## config.mk

```make
export PLATFORM = sky130hd
export DESIGN_NAME = id_stage
export DESIGN_NICKNAME = d
export VERILOG_FILES = /design/src/rv_isa_pkg.sv /design/src/rv_pipe_pkg.sv /design/src/branch_unit.sv /design/src/id_stage.sv /design/src/imm_gen.sv /design/src/inst_decoder.sv /design/src/operand_forward.sv
export VERILOG_INCLUDE_DIRS = /design/src
export SDC_FILE = /design/constraint.sdc
export NUM_CORES = 1
export LEC_CHECK = 0
export BUFFER_PORTS_ARGS = -buffer_cell sky130_fd_sc_hd__buf_2
export CAP_MARGIN = 20
export CORE_MARGIN = 2
export CORE_UTILIZATION = 40
export DETAILED_ROUTE_END_ITERATION = 12
export RECOVER_POWER = 25
export SETUP_SLACK_MARGIN = 0.4
export SYNTH_ARGS = -nofsm -noshare
export SYNTH_HDL_FRONTEND = slang
export SYNTH_HIERARCHICAL = 1
export SYNTH_SLANG_ARGS = --single-unit
export TNS_END_PERCENT = 20
```

## constraint.sdc

```tcl
create_clock -name clk -period 12.4 [get_ports clk]
set_input_delay 1.24 -clock clk [delete_from_list [all_inputs] [get_ports clk]]
set_output_delay 1.24 -clock clk [all_outputs]
set_load 0.01 [all_outputs]
```

## src/rv_params.svh

```systemverilog
`ifndef RV_PARAMS_SVH
`define RV_PARAMS_SVH

// machine word, also the pc width
`define XLEN   32

// x0..x31
`define REG_AW 5

// instruction field widths
`define OPC_W  7
`define F3_W   3
`define F7_W   7

`endif

```

## src/rv_isa_pkg.sv

```systemverilog
`include "rv_params.svh"

package rv_isa_pkg;

	// major opcodes handled by the decode stage
	typedef enum logic [`OPC_W-1:0] {
		OPC_LUI    = 7'b0110111,
		OPC_AUIPC  = 7'b0010111,
		OPC_JAL    = 7'b1101111,
		OPC_JALR   = 7'b1100111,
		OPC_BRANCH = 7'b1100011,
		OPC_LOAD   = 7'b0000011,
		OPC_STORE  = 7'b0100011,
		OPC_OP_IMM = 7'b0010011,
		OPC_OP     = 7'b0110011
	} opcode_e;

	localparam logic [`F3_W-1:0] F3_JALR    = 3'b000;

	localparam logic [`F3_W-1:0] F3_BEQ     = 3'b000;
	localparam logic [`F3_W-1:0] F3_BNE     = 3'b001;
	localparam logic [`F3_W-1:0] F3_BLT     = 3'b100;
	localparam logic [`F3_W-1:0] F3_BGE     = 3'b101;
	localparam logic [`F3_W-1:0] F3_BLTU    = 3'b110;
	localparam logic [`F3_W-1:0] F3_BGEU    = 3'b111;

	localparam logic [`F3_W-1:0] F3_LB      = 3'b000;
	localparam logic [`F3_W-1:0] F3_LH      = 3'b001;
	localparam logic [`F3_W-1:0] F3_LW      = 3'b010;
	localparam logic [`F3_W-1:0] F3_LBU     = 3'b100;
	localparam logic [`F3_W-1:0] F3_LHU     = 3'b101;

	localparam logic [`F3_W-1:0] F3_SB      = 3'b000;
	localparam logic [`F3_W-1:0] F3_SH      = 3'b001;
	localparam logic [`F3_W-1:0] F3_SW      = 3'b010;

	// shared by OP and OP-IMM
	localparam logic [`F3_W-1:0] F3_ADD_SUB = 3'b000;
	localparam logic [`F3_W-1:0] F3_SLL     = 3'b001;
	localparam logic [`F3_W-1:0] F3_SLT     = 3'b010;
	localparam logic [`F3_W-1:0] F3_SLTU    = 3'b011;
	localparam logic [`F3_W-1:0] F3_XOR     = 3'b100;
	localparam logic [`F3_W-1:0] F3_SRL_SRA = 3'b101;
	localparam logic [`F3_W-1:0] F3_OR      = 3'b110;
	localparam logic [`F3_W-1:0] F3_AND     = 3'b111;

	localparam logic [`F7_W-1:0] F7_ADD     = 7'b0000000;
	localparam logic [`F7_W-1:0] F7_SUB     = 7'b0100000;
	localparam logic [`F7_W-1:0] F7_SRL     = 7'b0000000;
	localparam logic [`F7_W-1:0] F7_SRA     = 7'b0100000;

	localparam logic [`REG_AW-1:0] REG_ZERO = '0; // x0 reads as zero

	typedef struct packed {
		logic [`F7_W-1:0]   funct7;
		logic [`REG_AW-1:0] rs2;
		logic [`REG_AW-1:0] rs1;
		logic [`F3_W-1:0]   funct3;
		logic [`REG_AW-1:0] rd;
		logic [`OPC_W-1:0]  opcode;
	} r_fmt_t;

	typedef struct packed {
		logic [11:0]        imm_11_0;
		logic [`REG_AW-1:0] rs1;
		logic [`F3_W-1:0]   funct3;
		logic [`REG_AW-1:0] rd;
		logic [`OPC_W-1:0]  opcode;
	} i_fmt_t;

	typedef struct packed {
		logic [6:0]         imm_11_5;
		logic [`REG_AW-1:0] rs2;
		logic [`REG_AW-1:0] rs1;
		logic [`F3_W-1:0]   funct3;
		logic [4:0]         imm_4_0;
		logic [`OPC_W-1:0]  opcode;
	} s_fmt_t;

	typedef struct packed {
		logic               imm_12;
		logic [5:0]         imm_10_5;
		logic [`REG_AW-1:0] rs2;
		logic [`REG_AW-1:0] rs1;
		logic [`F3_W-1:0]   funct3;
		logic [3:0]         imm_4_1;
		logic               imm_11;
		logic [`OPC_W-1:0]  opcode;
	} b_fmt_t;

	typedef struct packed {
		logic [19:0]        imm_31_12;
		logic [`REG_AW-1:0] rd;
		logic [`OPC_W-1:0]  opcode;
	} u_fmt_t;

	typedef struct packed {
		logic               imm_20;
		logic [9:0]         imm_10_1;
		logic               imm_11;
		logic [7:0]         imm_19_12;
		logic [`REG_AW-1:0] rd;
		logic [`OPC_W-1:0]  opcode;
	} j_fmt_t;

	// one fetched word, seen through every base format
	typedef union packed {
		r_fmt_t r;
		i_fmt_t i;
		s_fmt_t s;
		b_fmt_t b;
		u_fmt_t u;
		j_fmt_t j;
	} inst_u;

	typedef enum logic [2:0] {
		IMM_NONE  = 3'd0,
		IMM_I     = 3'd1,
		IMM_SHAMT = 3'd2,
		IMM_S     = 3'd3,
		IMM_B     = 3'd4,
		IMM_U     = 3'd5,
		IMM_J     = 3'd6
	} imm_sel_e;

endpackage

```

## src/rv_pipe_pkg.sv

```systemverilog
`include "rv_params.svh"

package rv_pipe_pkg;

	typedef enum logic [2:0] {
		ALU_NOP = 3'd0,
		ALU_LOG = 3'd1, // and/or/xor, lui, auipc
		ALU_ARI = 3'd2, // add/sub, slt
		ALU_SHI = 3'd3,
		ALU_JAB = 3'd4, // jumps and branches
		ALU_LAS = 3'd5  // loads and stores
	} alusel_e;

	// read request to the register file
	typedef struct packed {
		logic               re1;
		logic               re2;
		logic [`REG_AW-1:0] addr1;
		logic [`REG_AW-1:0] addr2;
	} rf_read_t;

	// result coming back from a later stage
	typedef struct packed {
		logic               we;
		logic [`REG_AW-1:0] addr;
		logic [`XLEN-1:0]   data;
	} fwd_t;

	typedef struct packed {
		logic               valid;
		logic               illegal;
		alusel_e            alusel;
		logic [`OPC_W-1:0]  opcode;
		logic [`F3_W-1:0]   funct3;
		logic [`F7_W-1:0]   funct7;
		logic [`XLEN-1:0]   reg1;
		logic [`XLEN-1:0]   reg2;
		logic [`REG_AW-1:0] wd;
		logic               wreg;
		logic [`XLEN-1:0]   link_addr;
		logic [`XLEN-1:0]   inst;
	} id_ex_t;

	// redirect toward the pc
	typedef struct packed {
		logic             taken;
		logic [`XLEN-1:0] target;
	} branch_t;

endpackage

```

## src/branch_unit.sv

```systemverilog
`timescale 1ns/10ps
`include "rv_params.svh"

module branch_unit
	import rv_isa_pkg::*;
	import rv_pipe_pkg::*;
(
	input  inst_u            inst_i,
	input  logic [`XLEN-1:0] pc_i,
	input  logic [`XLEN-1:0] op1_i,
	input  logic [`XLEN-1:0] op2_i,
	input  logic [`XLEN-1:0] imm_i,
	input  logic             is_jal_i,
	input  logic             is_jalr_i,
	input  logic             is_branch_i,
	input  logic             fire_i,
	output branch_t          branch_o,
	output logic [`XLEN-1:0] link_addr_o
);

	logic             eq;
	logic             lt_s;
	logic             lt_u;
	logic             cond;
	logic [`XLEN-1:0] jalr_sum;

	assign eq   = op1_i == op2_i;
	assign lt_s = $signed(op1_i) < $signed(op2_i);
	assign lt_u = op1_i < op2_i;

	always_comb begin
		case (inst_i.b.funct3)
			F3_BEQ:  cond = eq;
			F3_BNE:  cond = !eq;
			F3_BLT:  cond = lt_s;
			F3_BGE:  cond = !lt_s;
			F3_BLTU: cond = lt_u;
			F3_BGEU: cond = !lt_u;
			default: cond = 1'b0;
		endcase
	end

	assign jalr_sum = op1_i + imm_i; // imm is the I immediate for jalr

	assign branch_o.taken  = fire_i && (is_jal_i || is_jalr_i || (is_branch_i && cond));
	assign branch_o.target = is_jalr_i ? {jalr_sum[`XLEN-1:1], 1'b0} : pc_i + imm_i;

	// only jumps write a return address
	assign link_addr_o = (is_jal_i || is_jalr_i) ? pc_i + 'd4 : '0;

endmodule

```

## src/id_stage.sv

```systemverilog
`timescale 1ns/10ps
`include "rv_params.svh"

module id_stage
	import rv_isa_pkg::*;
	import rv_pipe_pkg::*;
(
	input  logic             clk,
	input  logic             rst_i,
	input  logic             inst_valid_i,
	input  logic [`XLEN-1:0] pc_i,
	input  inst_u            inst_i,
	input  logic [`XLEN-1:0] rf_data1_i,
	input  logic [`XLEN-1:0] rf_data2_i,
	input  fwd_t             ex_fwd_i,
	input  fwd_t             mem_fwd_i,
	input  logic             stall_i,
	output rf_read_t         rf_read_o,
	output branch_t          branch_o,
	output id_ex_t           id_ex_o
);

	alusel_e          alusel;
	imm_sel_e         imm_sel;
	logic             wreg;
	logic             is_jal;
	logic             is_jalr;
	logic             is_branch;
	logic             legal;
	logic             fire;
	logic             keep_f7;
	logic [`XLEN-1:0] imm;
	logic [`XLEN-1:0] op1;
	logic [`XLEN-1:0] op2;
	logic [`XLEN-1:0] link_addr;
	id_ex_t           id_ex_next;

	assign fire = inst_valid_i && !stall_i;

	inst_decoder u_dec (
		.inst_i      (inst_i),
		.rf_read_o   (rf_read_o),
		.alusel_o    (alusel),
		.wreg_o      (wreg),
		.imm_sel_o   (imm_sel),
		.is_jal_o    (is_jal),
		.is_jalr_o   (is_jalr),
		.is_branch_o (is_branch),
		.legal_o     (legal)
	);

	imm_gen u_imm (
		.inst_i    (inst_i),
		.pc_i      (pc_i),
		.imm_sel_i (imm_sel),
		.imm_o     (imm)
	);

	operand_forward u_fwd1 (
		.rd_en_i   (rf_read_o.re1),
		.addr_i    (rf_read_o.addr1),
		.rf_data_i (rf_data1_i),
		.ex_fwd_i  (ex_fwd_i),
		.mem_fwd_i (mem_fwd_i),
		.imm_i     (imm),
		.operand_o (op1)
	);

	operand_forward u_fwd2 (
		.rd_en_i   (rf_read_o.re2),
		.addr_i    (rf_read_o.addr2),
		.rf_data_i (rf_data2_i),
		.ex_fwd_i  (ex_fwd_i),
		.mem_fwd_i (mem_fwd_i),
		.imm_i     (imm),
		.operand_o (op2)
	);

	branch_unit u_br (
		.inst_i      (inst_i),
		.pc_i        (pc_i),
		.op1_i       (op1),
		.op2_i       (op2),
		.imm_i       (imm),
		.is_jal_i    (is_jal),
		.is_jalr_i   (is_jalr),
		.is_branch_i (is_branch),
		.fire_i      (fire),
		.branch_o    (branch_o),
		.link_addr_o (link_addr)
	);

	// funct7 only means something for shifts and add/sub
	assign keep_f7 = alusel == ALU_SHI ||
		(legal && inst_i.r.opcode == OPC_OP && inst_i.r.funct3 == F3_ADD_SUB);

	always_comb begin
		id_ex_next.valid     = inst_valid_i;
		id_ex_next.illegal   = inst_valid_i && !legal;
		id_ex_next.alusel    = alusel;
		id_ex_next.opcode    = inst_i.r.opcode;
		id_ex_next.funct3    = (imm_sel == IMM_U || imm_sel == IMM_J) ? '0 : inst_i.r.funct3;
		id_ex_next.funct7    = keep_f7 ? inst_i.r.funct7 : '0;
		id_ex_next.reg1      = op1;
		id_ex_next.reg2      = op2;
		id_ex_next.wd        = inst_i.r.rd;
		id_ex_next.wreg      = wreg && legal; // no writeback from a bad encoding
		id_ex_next.link_addr = link_addr;
		id_ex_next.inst      = inst_i;
	end

	always_ff @(posedge clk) begin
		if (rst_i)
			id_ex_o <= '0;
		else if (!stall_i)
			id_ex_o <= id_ex_next; // hold while stalled
	end

endmodule

```

## src/imm_gen.sv

```systemverilog
`timescale 1ns/10ps
`include "rv_params.svh"

module imm_gen
	import rv_isa_pkg::*;
(
	input  inst_u            inst_i,
	input  logic [`XLEN-1:0] pc_i,
	input  imm_sel_e         imm_sel_i,
	output logic [`XLEN-1:0] imm_o
);

	logic [`XLEN-1:0] u_imm;

	assign u_imm = {inst_i.u.imm_31_12, 12'b0};

	always_comb begin
		case (imm_sel_i)
			IMM_I: imm_o = {{(`XLEN-12){inst_i.i.imm_11_0[11]}}, inst_i.i.imm_11_0};
			IMM_SHAMT: imm_o = {{(`XLEN-5){1'b0}}, inst_i.r.rs2}; // shamt sits in rs2
			IMM_S: imm_o = {{(`XLEN-12){inst_i.s.imm_11_5[6]}},
					inst_i.s.imm_11_5, inst_i.s.imm_4_0};
			IMM_B: imm_o = {{(`XLEN-12){inst_i.b.imm_12}}, inst_i.b.imm_11,
					inst_i.b.imm_10_5, inst_i.b.imm_4_1, 1'b0};
			IMM_U: begin
				// auipc operand already holds pc + upper imm
				if (inst_i.u.opcode == OPC_AUIPC)
					imm_o = u_imm + pc_i;
				else
					imm_o = u_imm;
			end
			IMM_J: imm_o = {{(`XLEN-20){inst_i.j.imm_20}}, inst_i.j.imm_19_12,
					inst_i.j.imm_11, inst_i.j.imm_10_1, 1'b0};
			default: imm_o = '0;
		endcase
	end

endmodule

```

## src/inst_decoder.sv

```systemverilog
`timescale 1ns/10ps
`include "rv_params.svh"

module inst_decoder
	import rv_isa_pkg::*;
	import rv_pipe_pkg::*;
(
	input  inst_u    inst_i,
	output rf_read_t rf_read_o,
	output alusel_e  alusel_o,
	output logic     wreg_o,
	output imm_sel_e imm_sel_o,
	output logic     is_jal_o,
	output logic     is_jalr_o,
	output logic     is_branch_o,
	output logic     legal_o
);

	logic re1;
	logic re2;
	logic imm_ok; // OP-IMM funct7 check
	logic op_ok;  // OP funct7 check

	function automatic alusel_e alu_class(input logic [`F3_W-1:0] f3);
		case (f3)
			F3_ADD_SUB, F3_SLT, F3_SLTU: alu_class = ALU_ARI;
			F3_XOR, F3_OR, F3_AND:       alu_class = ALU_LOG;
			default:                     alu_class = ALU_SHI;
		endcase
	endfunction

	always_comb begin
		case (inst_i.r.funct3)
			F3_SLL:     imm_ok = inst_i.r.funct7 == F7_SRL;
			F3_SRL_SRA: imm_ok = inst_i.r.funct7 == F7_SRL || inst_i.r.funct7 == F7_SRA;
			default:    imm_ok = 1'b1; // funct7 is immediate bits here
		endcase
		case (inst_i.r.funct3)
			F3_ADD_SUB: op_ok = inst_i.r.funct7 == F7_ADD || inst_i.r.funct7 == F7_SUB;
			F3_SRL_SRA: op_ok = inst_i.r.funct7 == F7_SRL || inst_i.r.funct7 == F7_SRA;
			default:    op_ok = inst_i.r.funct7 == F7_ADD;
		endcase
	end

	always_comb begin
		re1         = 1'b0;
		re2         = 1'b0;
		alusel_o    = ALU_NOP;
		wreg_o      = 1'b0;
		imm_sel_o   = IMM_NONE;
		is_jal_o    = 1'b0;
		is_jalr_o   = 1'b0;
		is_branch_o = 1'b0;
		legal_o     = 1'b0;
		case (inst_i.r.opcode)
			OPC_LUI, OPC_AUIPC: begin
				alusel_o  = ALU_LOG;
				wreg_o    = 1'b1;
				imm_sel_o = IMM_U;
				legal_o   = 1'b1;
			end
			OPC_JAL: begin
				alusel_o  = ALU_JAB;
				wreg_o    = 1'b1;
				imm_sel_o = IMM_J;
				is_jal_o  = 1'b1;
				legal_o   = 1'b1;
			end
			OPC_JALR: if (inst_i.i.funct3 == F3_JALR) begin
				re1       = 1'b1;
				alusel_o  = ALU_JAB;
				wreg_o    = 1'b1;
				imm_sel_o = IMM_I;
				is_jalr_o = 1'b1;
				legal_o   = 1'b1;
			end
			OPC_BRANCH: case (inst_i.b.funct3)
				F3_BEQ, F3_BNE, F3_BLT, F3_BGE, F3_BLTU, F3_BGEU: begin
					re1         = 1'b1;
					re2         = 1'b1;
					alusel_o    = ALU_JAB;
					imm_sel_o   = IMM_B;
					is_branch_o = 1'b1;
					legal_o     = 1'b1;
				end
				default: ; // funct3 2 and 3 are reserved
			endcase
			OPC_LOAD: case (inst_i.i.funct3)
				F3_LB, F3_LH, F3_LW, F3_LBU, F3_LHU: begin
					re1       = 1'b1;
					alusel_o  = ALU_LAS;
					wreg_o    = 1'b1;
					imm_sel_o = IMM_I;
					legal_o   = 1'b1;
				end
				default: ;
			endcase
			OPC_STORE: case (inst_i.s.funct3)
				F3_SB, F3_SH, F3_SW: begin
					re1       = 1'b1;
					re2       = 1'b1;
					alusel_o  = ALU_LAS;
					imm_sel_o = IMM_S;
					legal_o   = 1'b1;
				end
				default: ;
			endcase
			OPC_OP_IMM: if (imm_ok) begin
				re1       = 1'b1;
				alusel_o  = alu_class(inst_i.i.funct3);
				wreg_o    = 1'b1;
				imm_sel_o = alu_class(inst_i.i.funct3) == ALU_SHI ? IMM_SHAMT : IMM_I;
				legal_o   = 1'b1;
			end
			OPC_OP: if (op_ok) begin
				re1      = 1'b1;
				re2      = 1'b1;
				alusel_o = alu_class(inst_i.r.funct3);
				wreg_o   = 1'b1;
				legal_o  = 1'b1;
			end
			default: ;
		endcase
	end

	// disabled ports point at x0
	assign rf_read_o.re1   = re1;
	assign rf_read_o.re2   = re2;
	assign rf_read_o.addr1 = re1 ? inst_i.r.rs1 : REG_ZERO;
	assign rf_read_o.addr2 = re2 ? inst_i.r.rs2 : REG_ZERO;

endmodule

```

## src/operand_forward.sv

```systemverilog
`timescale 1ns/10ps
`include "rv_params.svh"

module operand_forward
	import rv_isa_pkg::*;
	import rv_pipe_pkg::*;
(
	input  logic               rd_en_i,
	input  logic [`REG_AW-1:0] addr_i,
	input  logic [`XLEN-1:0]   rf_data_i,
	input  fwd_t               ex_fwd_i,
	input  fwd_t               mem_fwd_i,
	input  logic [`XLEN-1:0]   imm_i,
	output logic [`XLEN-1:0]   operand_o
);

	logic ex_hit;
	logic mem_hit;

	// x0 never matches a later stage
	assign ex_hit  = ex_fwd_i.we && addr_i != REG_ZERO && ex_fwd_i.addr == addr_i;
	assign mem_hit = mem_fwd_i.we && addr_i != REG_ZERO && mem_fwd_i.addr == addr_i;

	always_comb begin
		if (!rd_en_i)
			operand_o = imm_i;
		else if (ex_hit)
			operand_o = ex_fwd_i.data; // youngest result first
		else if (mem_hit)
			operand_o = mem_fwd_i.data;
		else
			operand_o = rf_data_i;
	end

endmodule

```

After elaboration in Yosys (flattened, before gate mapping)
Index checks and enable logic that the tools add are counted.

Register bits: 156. Input port bits: 208. Output and inout bits: 201. Word-level logic and storage cells: 131.

Add/sub/neg operators: 4. $lt $le $gt $ge: 2. Equality and inequality tests: 30. Mux-type cells: 46. Reduce and logical (&&, ||, !) cells: 37.

Operator list (count): two-way mux 32 bit (9); one-hot mux 32 bit (6 select lines) (1); adder 32 bit (3); less-than comparator 32 bit (2); adder 32 x 3 -> 32 bit, second input constant (1); equality test 32 bit (1); equality test 7 x 6 -> 1 bit, second input constant (4); two-way mux 3 bit (9); one-hot mux 3 bit (8 select lines) (1); equality test 3 bit, second input constant (7); equality test 7 bit, second input constant (3); one-hot mux 3 bit (7 select lines) (1); equality test 5 bit (4); equality test 3 x 2 -> 1 bit, second input constant (6); logical AND 1 bit (15); equality test 7 x 5 -> 1 bit, second input constant (2); two-way mux 1 bit (12); one-hot mux 1 bit (6 select lines) (2); OR reduction 3 bit (4); two-way mux 5 bit (2); nonzero test 5 bit (2); equality test 7 x 2 -> 1 bit, second input constant (1); logical NOT 7 bit (1); two-way mux 7 bit (1); 13 further kinds (25).

Longest topological paths before layout
Gate-level depths: netlist of the first run.

Depth after elaboration: 18. Gate-level depth with buffers: 28. Gate-level depth less buffers: 27.

Cells and area by module
The synthesis of the first run kept the hierarchy.

Modules (own cells, without submodules): id_stage (times used 1, cells each 493, area an instance 5427.7 µm², seq. area each 2882.8 µm²); branch_unit (times used 1, cells each 703, area an instance 4803.4 µm², seq. area each 0.0 µm²); operand_forward (times used 2, cells each 163, area an instance 1093.5 µm², seq. area each 0.0 µm²); imm_gen (times used 1, cells each 198, area an instance 1438.9 µm², seq. area each 0.0 µm²); inst_decoder (times used 1, cells each 76, area an instance 540.5 µm², seq. area each 0.0 µm²).

Worst setup path before layout of the first run
Ideal clock, no wire load.

Path kind: input to output. Start: input inst_i[2] (netlist bit). End: output branch_o[31] (netlist bit). Arrival time: 6.465 ns. Required time: 11.160 ns. Setup slack: 4.695 ns. Stages on the path: 23. Path through: buf_6 -> or3_4 -> a2111oi_4 -> o21a_4 -> nor4_4 -> nor2b_1 -> nor4_1 -> or3_1 -> a211oi_4 -> buf_6 -> mux2i_1 -> o21ai_1 -> ha_1 -> a211o_1 -> a21oi_2 -> o21ai_1 -> or3_1 -> a21oi_2 -> o21ai_2 -> o2111a_1 -> or4_1 -> a31oi_1 -> xnor2_1.

RTL lines: start: declaration (RTL line id_stage.sv:12) `input inst_u inst_i,`; end: declaration (RTL line id_stage.sv:19) `output branch_t branch_o,`.

==> parameters.txt, run 1 <==
Parameter                              Value

Run status
  Result of the run ... complete, but fails checks
  Violated checks ... max-capacitance violations, max-slew violations

CTS
  Root buf cell ... clkbuf_16
  CTS max path bufs ... 2
  Cts bufs inserted ... 17
  Clock latency reported for the late side of the worst-skew pair ... 0.46 ns
  Hold-fix buffers at CTS ... 0
  H-Tree Level Count ... 4
  CTS sink cnt ... 144
  TritonCTS clock tree ... yes
  # resized after CTS ... 0
  Clock slew at reported path FFs ... 0.06 ns
  Post-CTS Setup Inserts ... 0

Floorplanning
  Core ar. ... 35,500 um2
  Die Area ... 37,500 um2
  Starting utilization of the core area ... 40.6%
  Height of the chip ... 194 um
  Std cell rows ... 69
  Io pins ... 409
  Die W ... 194 um

Yosys
  Number of flops mapped to enable cells by yosys ... 0
  Number of flip-flops and latches in the synthesized netlist ... 144
  Mapped Cells ... 1,796
  Proportion of synthesized chip area in sequential cells ... 20.0%
  Top area cells in the synthesized netlist ... dfxtp_1 20%, mux2i_1 14%, ha_1 10%
  Top_reg_cell synth ... dfxtp_1
  Leading area contributor after synthesis ... dfxtp_1
  Combined area of all synthesized cells ... 14,400 um2
  Number of distinct library cells after synthesis ... 94
  Synth Warn # ... 6
  Synth Area per Inst ... 8.02 um2
  Area share of the largest cell type after synthesis ... 20.0%
  Fraction of registers with async set/reset ... 0%
  Net count after synthesis ... 2,122

Critical path
  CP max-delay cell ... buf_4
  Category of cells accounting for the largest share of critical-path delay ... compound AO/OA/AOI/OAI gates
  Highest cell delay on the worst timing path ... 0.46 ns
  Signal arrival time at the worst endpoint ... 7.80 ns
  Setup crit end kind ... primary output
  Count of buffering cells on the critical path with inverters included ... 3
  Critical Path RT ... 11.16 ns
  Type of element launching the critical path ... input port
  Worst-path fanout max ... 48
  Start-to-end type of the worst setup path ... input port to primary output

Cells and area
  Total area of multi-input combinational cells ... 10,600 um2
  Layout cells sized above 1 ... 19.7%
  Area of all sequential standard cells ... 2880 um2
  Largest registers ... id_ex_o (144)
  Max FFs per register ... 144
  Total number of nets in the final design ... 2,475
  Syn-to-layout area delta ... 18.0%
  Cell area after layout ... 17,000 um2
  Filler cell count ... 3,659
  Largest register by flop count ... id_ex_o

Placement
  Routability-driven placement congestion ratio ... 0.917
  Sum of net half-perimeters after detailed placement ... 43.1 mm
  Port bufs ... 408
  Post-detailed-placement cell area ... 16,500 um2

Route
  Via-per-instance ratio ... 5.65
  Post-DR wirelength/cell ... 20.7 um
  Total number of vias ... 14,800
  Remaining antenna violation count after routing ... 0
  Post-Route WL ... 54.4 mm
  Pre-Repair DR Iteration Count ... 8
  DRC viols ... 0
  Number of violations reported at the end of detailed-routing iteration 0 ... 1,048

Global routing
  Number of global-route vias before repair ... 14,200
  Antenna violations before repair ... 4
  Gr usage total ... 27.8%
  First-pass GRT wire length ... 82.4 mm
  Final global-route overflow total ... 0
  Largest net degree at the start of global routing ... 77

Power
  Cell area power density ... 79.3 nW/um2
  Worst IR Drop VDD ... 107 uV
  Final Power ... 1.35 mW
  Leakage ... 7.87 nW

Timing
  Sum Neg Setup Slack ... 0 ns
  Setup repair after global routing missed its margin ... false
  Slew margin rel. ... -118%
  Share of the cycle needed by the critical path after routing ... 72.9%
  Post-route clock skew ... 0 ns
  Hold Fails Final Rpt ... 0
  Slew @ Worst Pin ... 3.27 ns
  Maximum clock frequency ... 111 MHz
  Max-slew violation total from the final report ... 64
  Post-layout min period ... 9.04 ns
  Setup-violating endpoint count in the final report ... 0

Worst hold path
  Path category of the worst min-delay check ... flip-flop to flip-flop

Run
  Maxcap violations ... 1
[cells in the mapped netlist (all sizes together), types with 6 or more instances]
library cell    n
a211oi         16
a21boi          6
a21o           47
a21oi         157
a221o          17
a22o            9
a31oi          13
a32oi           7
and2           16
and3           13
buf            53
clkbuf         38
dfxtp         144
ha            115
inv            69
mux2i         200
nand2          76
nand2b         20
nand3          37
nand4          24
nor2          228
nor2b          85
nor3           12
nor4            8
o211ai          8
o21a           26
o21ai         132
o21bai          7
o31ai          12
or2             7
or3            19
xnor2          52
xor2           47
[report_power, final]
group	internal, mW	leakage (nW)	switching (mW)
Sequential	0.473	1.17	0.00569
Clock	0.294	0.268	0.226
Combinational	0.137	6.44	0.211
[layout make-up]
type / instances / area share [%]
Multi-Input combinational cell: 1492 / 62.5
Sequential cell: 144 / 17.0
Inverter: 69 / 1.52
Tap cell: 461 / 3.40
Clock inverter: 13 / 0.825
Clock buffer: 18 / 2.53
Timing Repair Buffer: 425 / 12.3
Antenna cell: 1 / 0.0147
[placed cells by master (no fill, tap or decap), types with 9 or more instances in the layout]
cell type / count
nand4_1: 23
a211oi_1: 13
xor2_1: 47
nand2b_1: 20
o21a_1: 25
ha_1: 115
a21o_1: 46
inv_1: 69
clkbuf_1: 78
dfxtp_1: 144
nor2b_1: 82
buf_2: 330
nor2_1: 226
o21ai_0: 56
mux2i_1: 200
nand2_1: 76
o31ai_1: 9
and2_1: 15
nand3_1: 37
a31oi_1: 13
xnor2_1: 52
a221o_1: 17
clkbuf_16: 17
nor3_1: 11
or3_1: 16
a22o_1: 9
a21oi_1: 154
o21ai_1: 73
buf_4: 17
and3_1: 13
[path summary, 6_finish.rpt]
kind | from | to | slack (ns) | cells after the start
worst max-delay path | inst_i[5] | branch_o[28] | 3.36 | 27
worst min-delay path | id_ex_o[64] | id_ex_o[64] | 0.47 | 2
worst max register to register | id_ex_o[154] | id_ex_o[154] | 11.61 | 2
worst min register to register | id_ex_o[64] | id_ex_o[64] | 0.47 | 2
[cells by family (layout without fill, tap and decap cells)]
| logic type | after synthesis | count (layout) | synth area share (%) |
|---|---|---|---|
| simple gates | 571 | 571 | 20.1 |
| xor+xnor | 99 | 99 | 6.02 |
| mux | 203 | 203 | 14.1 |
| buf+inv | 160 | 525 | 6.57 |
| other cells | 0 | 1 | 0 |
| flops | 144 | 144 | 20.0 |
| compound gates | 501 | 501 | 22.7 |
| fa+ha+maj | 118 | 118 | 10.4 |
[routing by layer]
metal | vias up | wire [um] | GRT usage (%)
li1 | 7212 | - | -
met1 | 6972 | 23200 | 34.9
met2 | 557 | 25700 | 46.9
met3 | 86 | 3860 | 6.16
met4 | 2 | 1650 | 9.98
met5 | - | 7 | 0
[worst reg2reg max path: stages (launching register included)]
cell and delay, ns:
dfxtp_1 0.31, a22oi_1 0.18, nor2_1 0.05
[per-stage QoR]
step           util (%)  setup slack [ns]  hold WS [ns]  std cells
6_report           47.9              3.36         0.473       2623
5_1_grt            47.9              2.61         0.481       2623
4_1_cts            48.1              3.35         0.472       2622
3_5_place_dp       46.5              3.38         0.457       2591
3_3_place_gp       46.5              3.48         0.446       2591
2_1_floorplan         -              4.70         0.483       1796
(Power assumes the default switching activity.)
==> inputs of run 2 (changes only) <==
--- a/config.mk
+++ b/config.mk
@@ -11,6 +11,7 @@
 export CORE_MARGIN = 2
 export CORE_UTILIZATION = 40
 export DETAILED_ROUTE_END_ITERATION = 12
+export PLACE_DENSITY = 0.66
 export RECOVER_POWER = 25
 export SETUP_SLACK_MARGIN = 0.4
 export SYNTH_ARGS = -nofsm -noshare
==> constraint.sdc (replaced) <==
create_clock -name clk -period 8.2 [get_ports clk]
set_input_delay 0.82 -clock clk [delete_from_list [all_inputs] [get_ports clk]]
set_output_delay 0.82 -clock clk [all_outputs]
set_load 0.01 [all_outputs]
==> run 2 against run 1 <==
Against the previous run:
- the run still ends with max-capacitance violations, max-slew violations left
- clock power up 59%
- core utilization is 0.74 points higher
- die area is the same
- register-to-register slack got worse by 4.2 ns
- clock skew stayed put
- largest power group unchanged
- global-route usage shrank 0.11 points
- flip-flop and latch count unchanged
- final area grew 1.5%
- sequential share of layout area down 0.26 points
- first-iteration DRC count fell by 4.3%
- via count increased by 1.5%
- worst hold slack improved by 0.0035 ns
- largest cell class unchanged
==> parameters.txt, run 2 (synthesis results as in run 1) <==
Parameter                              Value

Global routing
  Number of global-route vias before repair ... 14,300
  Largest net degree at the start of global routing ... 75
  Antenna violations before repair ... 7
  Final global-route overflow total ... 0
  Gr usage total ... 27.7%
  First-pass GRT wire length ... 82.2 mm

Route
  Remaining antenna violation count after routing ... 0
  Via-per-instance ratio ... 5.71
  Pre-Repair DR Iteration Count ... 6
  Number of violations reported at the end of detailed-routing iteration 0 ... 1,003
  DRC viols ... 0
  Post-DR wirelength/cell ... 20.7 um
  Total number of vias ... 15,100
  Post-Route WL ... 54.6 mm

Timing
  Slew @ Worst Pin ... 3.24 ns
  Share of the cycle needed by the critical path after routing ... 91.3%
  Worst slack on hold paths ... 0.477 ns
  Maximum clock frequency ... 134 MHz
  Setup-violating endpoint count in the final report ... 0
  Slew margin rel. ... -116%
  Setup repair after global routing missed its margin ... true
  Hold Fails Final Rpt ... 0
  Post-route clock skew ... 0 ns
  Max-slew violation total from the final report ... 66
  Post-layout min period ... 7.48 ns
  Sum Neg Setup Slack ... 0 ns

Cells and area
  Most common library cell in the layout ignoring fill and taps ... buf_2
  Total number of nets in the final design ... 2,486
  Largest register by flop count ... id_ex_o
  Largest registers ... id_ex_o (144)
  Layout cells sized above 1 ... 20.6%
  Cell area after layout ... 17,200 um2
  Top library cells by usage in the layout, fill and taps aside ... 329 x buf_2, 226 x nor2_1, 200 x mux2i_1, 153 x a21oi_1, 144 x dfxtp_1
  Max FFs per register ... 144
  Syn-to-layout area delta ... 19.8%
  Filler cell count ... 3,597

CTS
  Hold-fix buffers at CTS ... 0
  H-Tree Level Count ... 4
  TritonCTS clock tree ... yes
  Root buf cell ... clkbuf_16
  Cts bufs inserted ... 17
  CTS sink cnt ... 144
  CTS max path bufs ... 2
  Clock latency reported for the late side of the worst-skew pair ... 0.45 ns
  Clock slew at reported path FFs ... 0.06 ns

Floorplanning
  Io pins ... 409
  Height of the chip ... 194 um
  Std cell rows ... 69
  Die W ... 194 um
  Starting utilization of the core area ... 40.6%
  Core ar. ... 35,500 um2
  Die Area ... 37,500 um2

Power
  Worst IR Drop VDD ... 151 uV
  Leakage ... 8.00 nW
  Cell area power density ... 121 nW/um2

Critical path
  CP max-delay cell ... or4_1
  Type of element launching the critical path ... input port
  Start-to-end type of the worst setup path ... input port to primary output
  Worst-path fanout max ... 16
  Critical Path RT ... 7.38 ns
  CP Cell Sequence ... buf_2, or3_4, a2111oi_4, o21a_4, nor4_4, nor2b_2, nor4_1, or3_1, a211oi_4, clkbuf_16, mux2i_1, o21ai_1, ha_1, a211o_1, a21oi_2, o21ai_1, or3_1, a21oi_2, o21ai_2, o2111a_1, or4_1, a31oi_1, xnor2_1, buf_2
  Signal arrival time at the worst endpoint ... 6.66 ns
  Highest cell delay on the worst timing path ... 0.46 ns
  Setup crit end kind ... primary output

Placement
  Post-detailed-placement cell area ... 16,600 um2
  Sum of net half-perimeters after detailed placement ... 43.4 mm
  Port bufs ... 408
  Routability-driven placement congestion ratio ... 0.987

Worst hold path
  Path category of the worst min-delay check ... flip-flop to flip-flop

Run status
  Violated checks ... max-capacitance violations, max-slew violations
  Result of the run ... complete, but fails checks

Run
  Maxcap violations ... 1
-- run 2: changes by cell type in the layout (fill, tap and decap cells not counted), sizes merged --
| cell | previous run | this run |
|---|---|---|
| inv | 70 | 71 |
| clkinvlp | 4 | 3 |
| diode | 1 | 3 |
| clkinv | 6 | 4 |
| clkbuf | 96 | 99 |
| bufinv | 2 | 3 |
| buf | 347 | 357 |
-- run 2: timing repair --
item                                    CTS  global route
buffers inserted                          0             4
endpoints found under the setup margin    1             7
cloned                                    0             1
pin swaps                                 0             3
resized for setup                         2            17
-- run 2: worst max-delay path, delay by kind of cell --
family / cells / cell delay [ns]
AO/OA/AOI/OAI: 11 / 2.32
multiplexers: 1 / 0.28
adder cells (fa/ha/maj): 1 / 0.36
buffers and inverters: 3 / 0.65
AND/OR/NAND/NOR: 7 / 1.99
XOR/XNOR: 1 / 0.20
-- run 2: per-stage QoR --
stage | power, mW | util [%] | cells | worst slack, ns
detailed placement | 1.27 | 46.8 | 2597 | 0.360
finish | 2.09 | 48.6 | 2637 | 0.716
CTS | 2.10 | 48.5 | 2629 | 0.492
floorplan | 1.06 | - | 1796 | 1.34
global route | 2.18 | 48.6 | 2635 | 0.387
global placement | 1.26 | 46.8 | 2597 | 0.480
-- run 2: layout make-up --
class	count	area [um2]	share of cell area (%)
Inverter	69	259	1.50
Multi-Input combinational cell	1492	10700	62.0
Sequential cell	144	2880	16.7
Clock inverter	12	158	0.914
Clock buffer	20	447	2.59
Tap cell	461	577	3.34
Antenna cell	3	7.51	0.0435
Timing Repair Buffer	436	2220	12.9
-- run 2: power breakdown --
| part | switching (mW) | leakage [nW] | internal [mW] | total [mW] |
|---|---|---|---|---|
| sequential | 0.00879 | 1.17 | 0.715 | 0.723 |
| combinational | 0.327 | 6.54 | 0.211 | 0.538 |
| clock | 0.337 | 0.287 | 0.488 | 0.825 |
-- run 2: routing by layer --
layer  wire length, um  track usage (%)  vias to the layer above
li1                  -                -                     7235
met4              1770             10.5                        8
met2             25900             47.0                      603
met1             22900             34.0                     7100
met5                52                0                        -
met3              4020             6.71                      107
-- run 2: path summary, 6_finish.rpt --
check          startpoint  depth (start not counted)           end  slack, ns
max             inst_i[2]                         24  branch_o[31]       0.72
max reg2reg  id_ex_o[144]                          2  id_ex_o[144]       7.42
min reg2reg   id_ex_o[64]                          2   id_ex_o[64]       0.48
min           id_ex_o[64]                          2   id_ex_o[64]       0.48
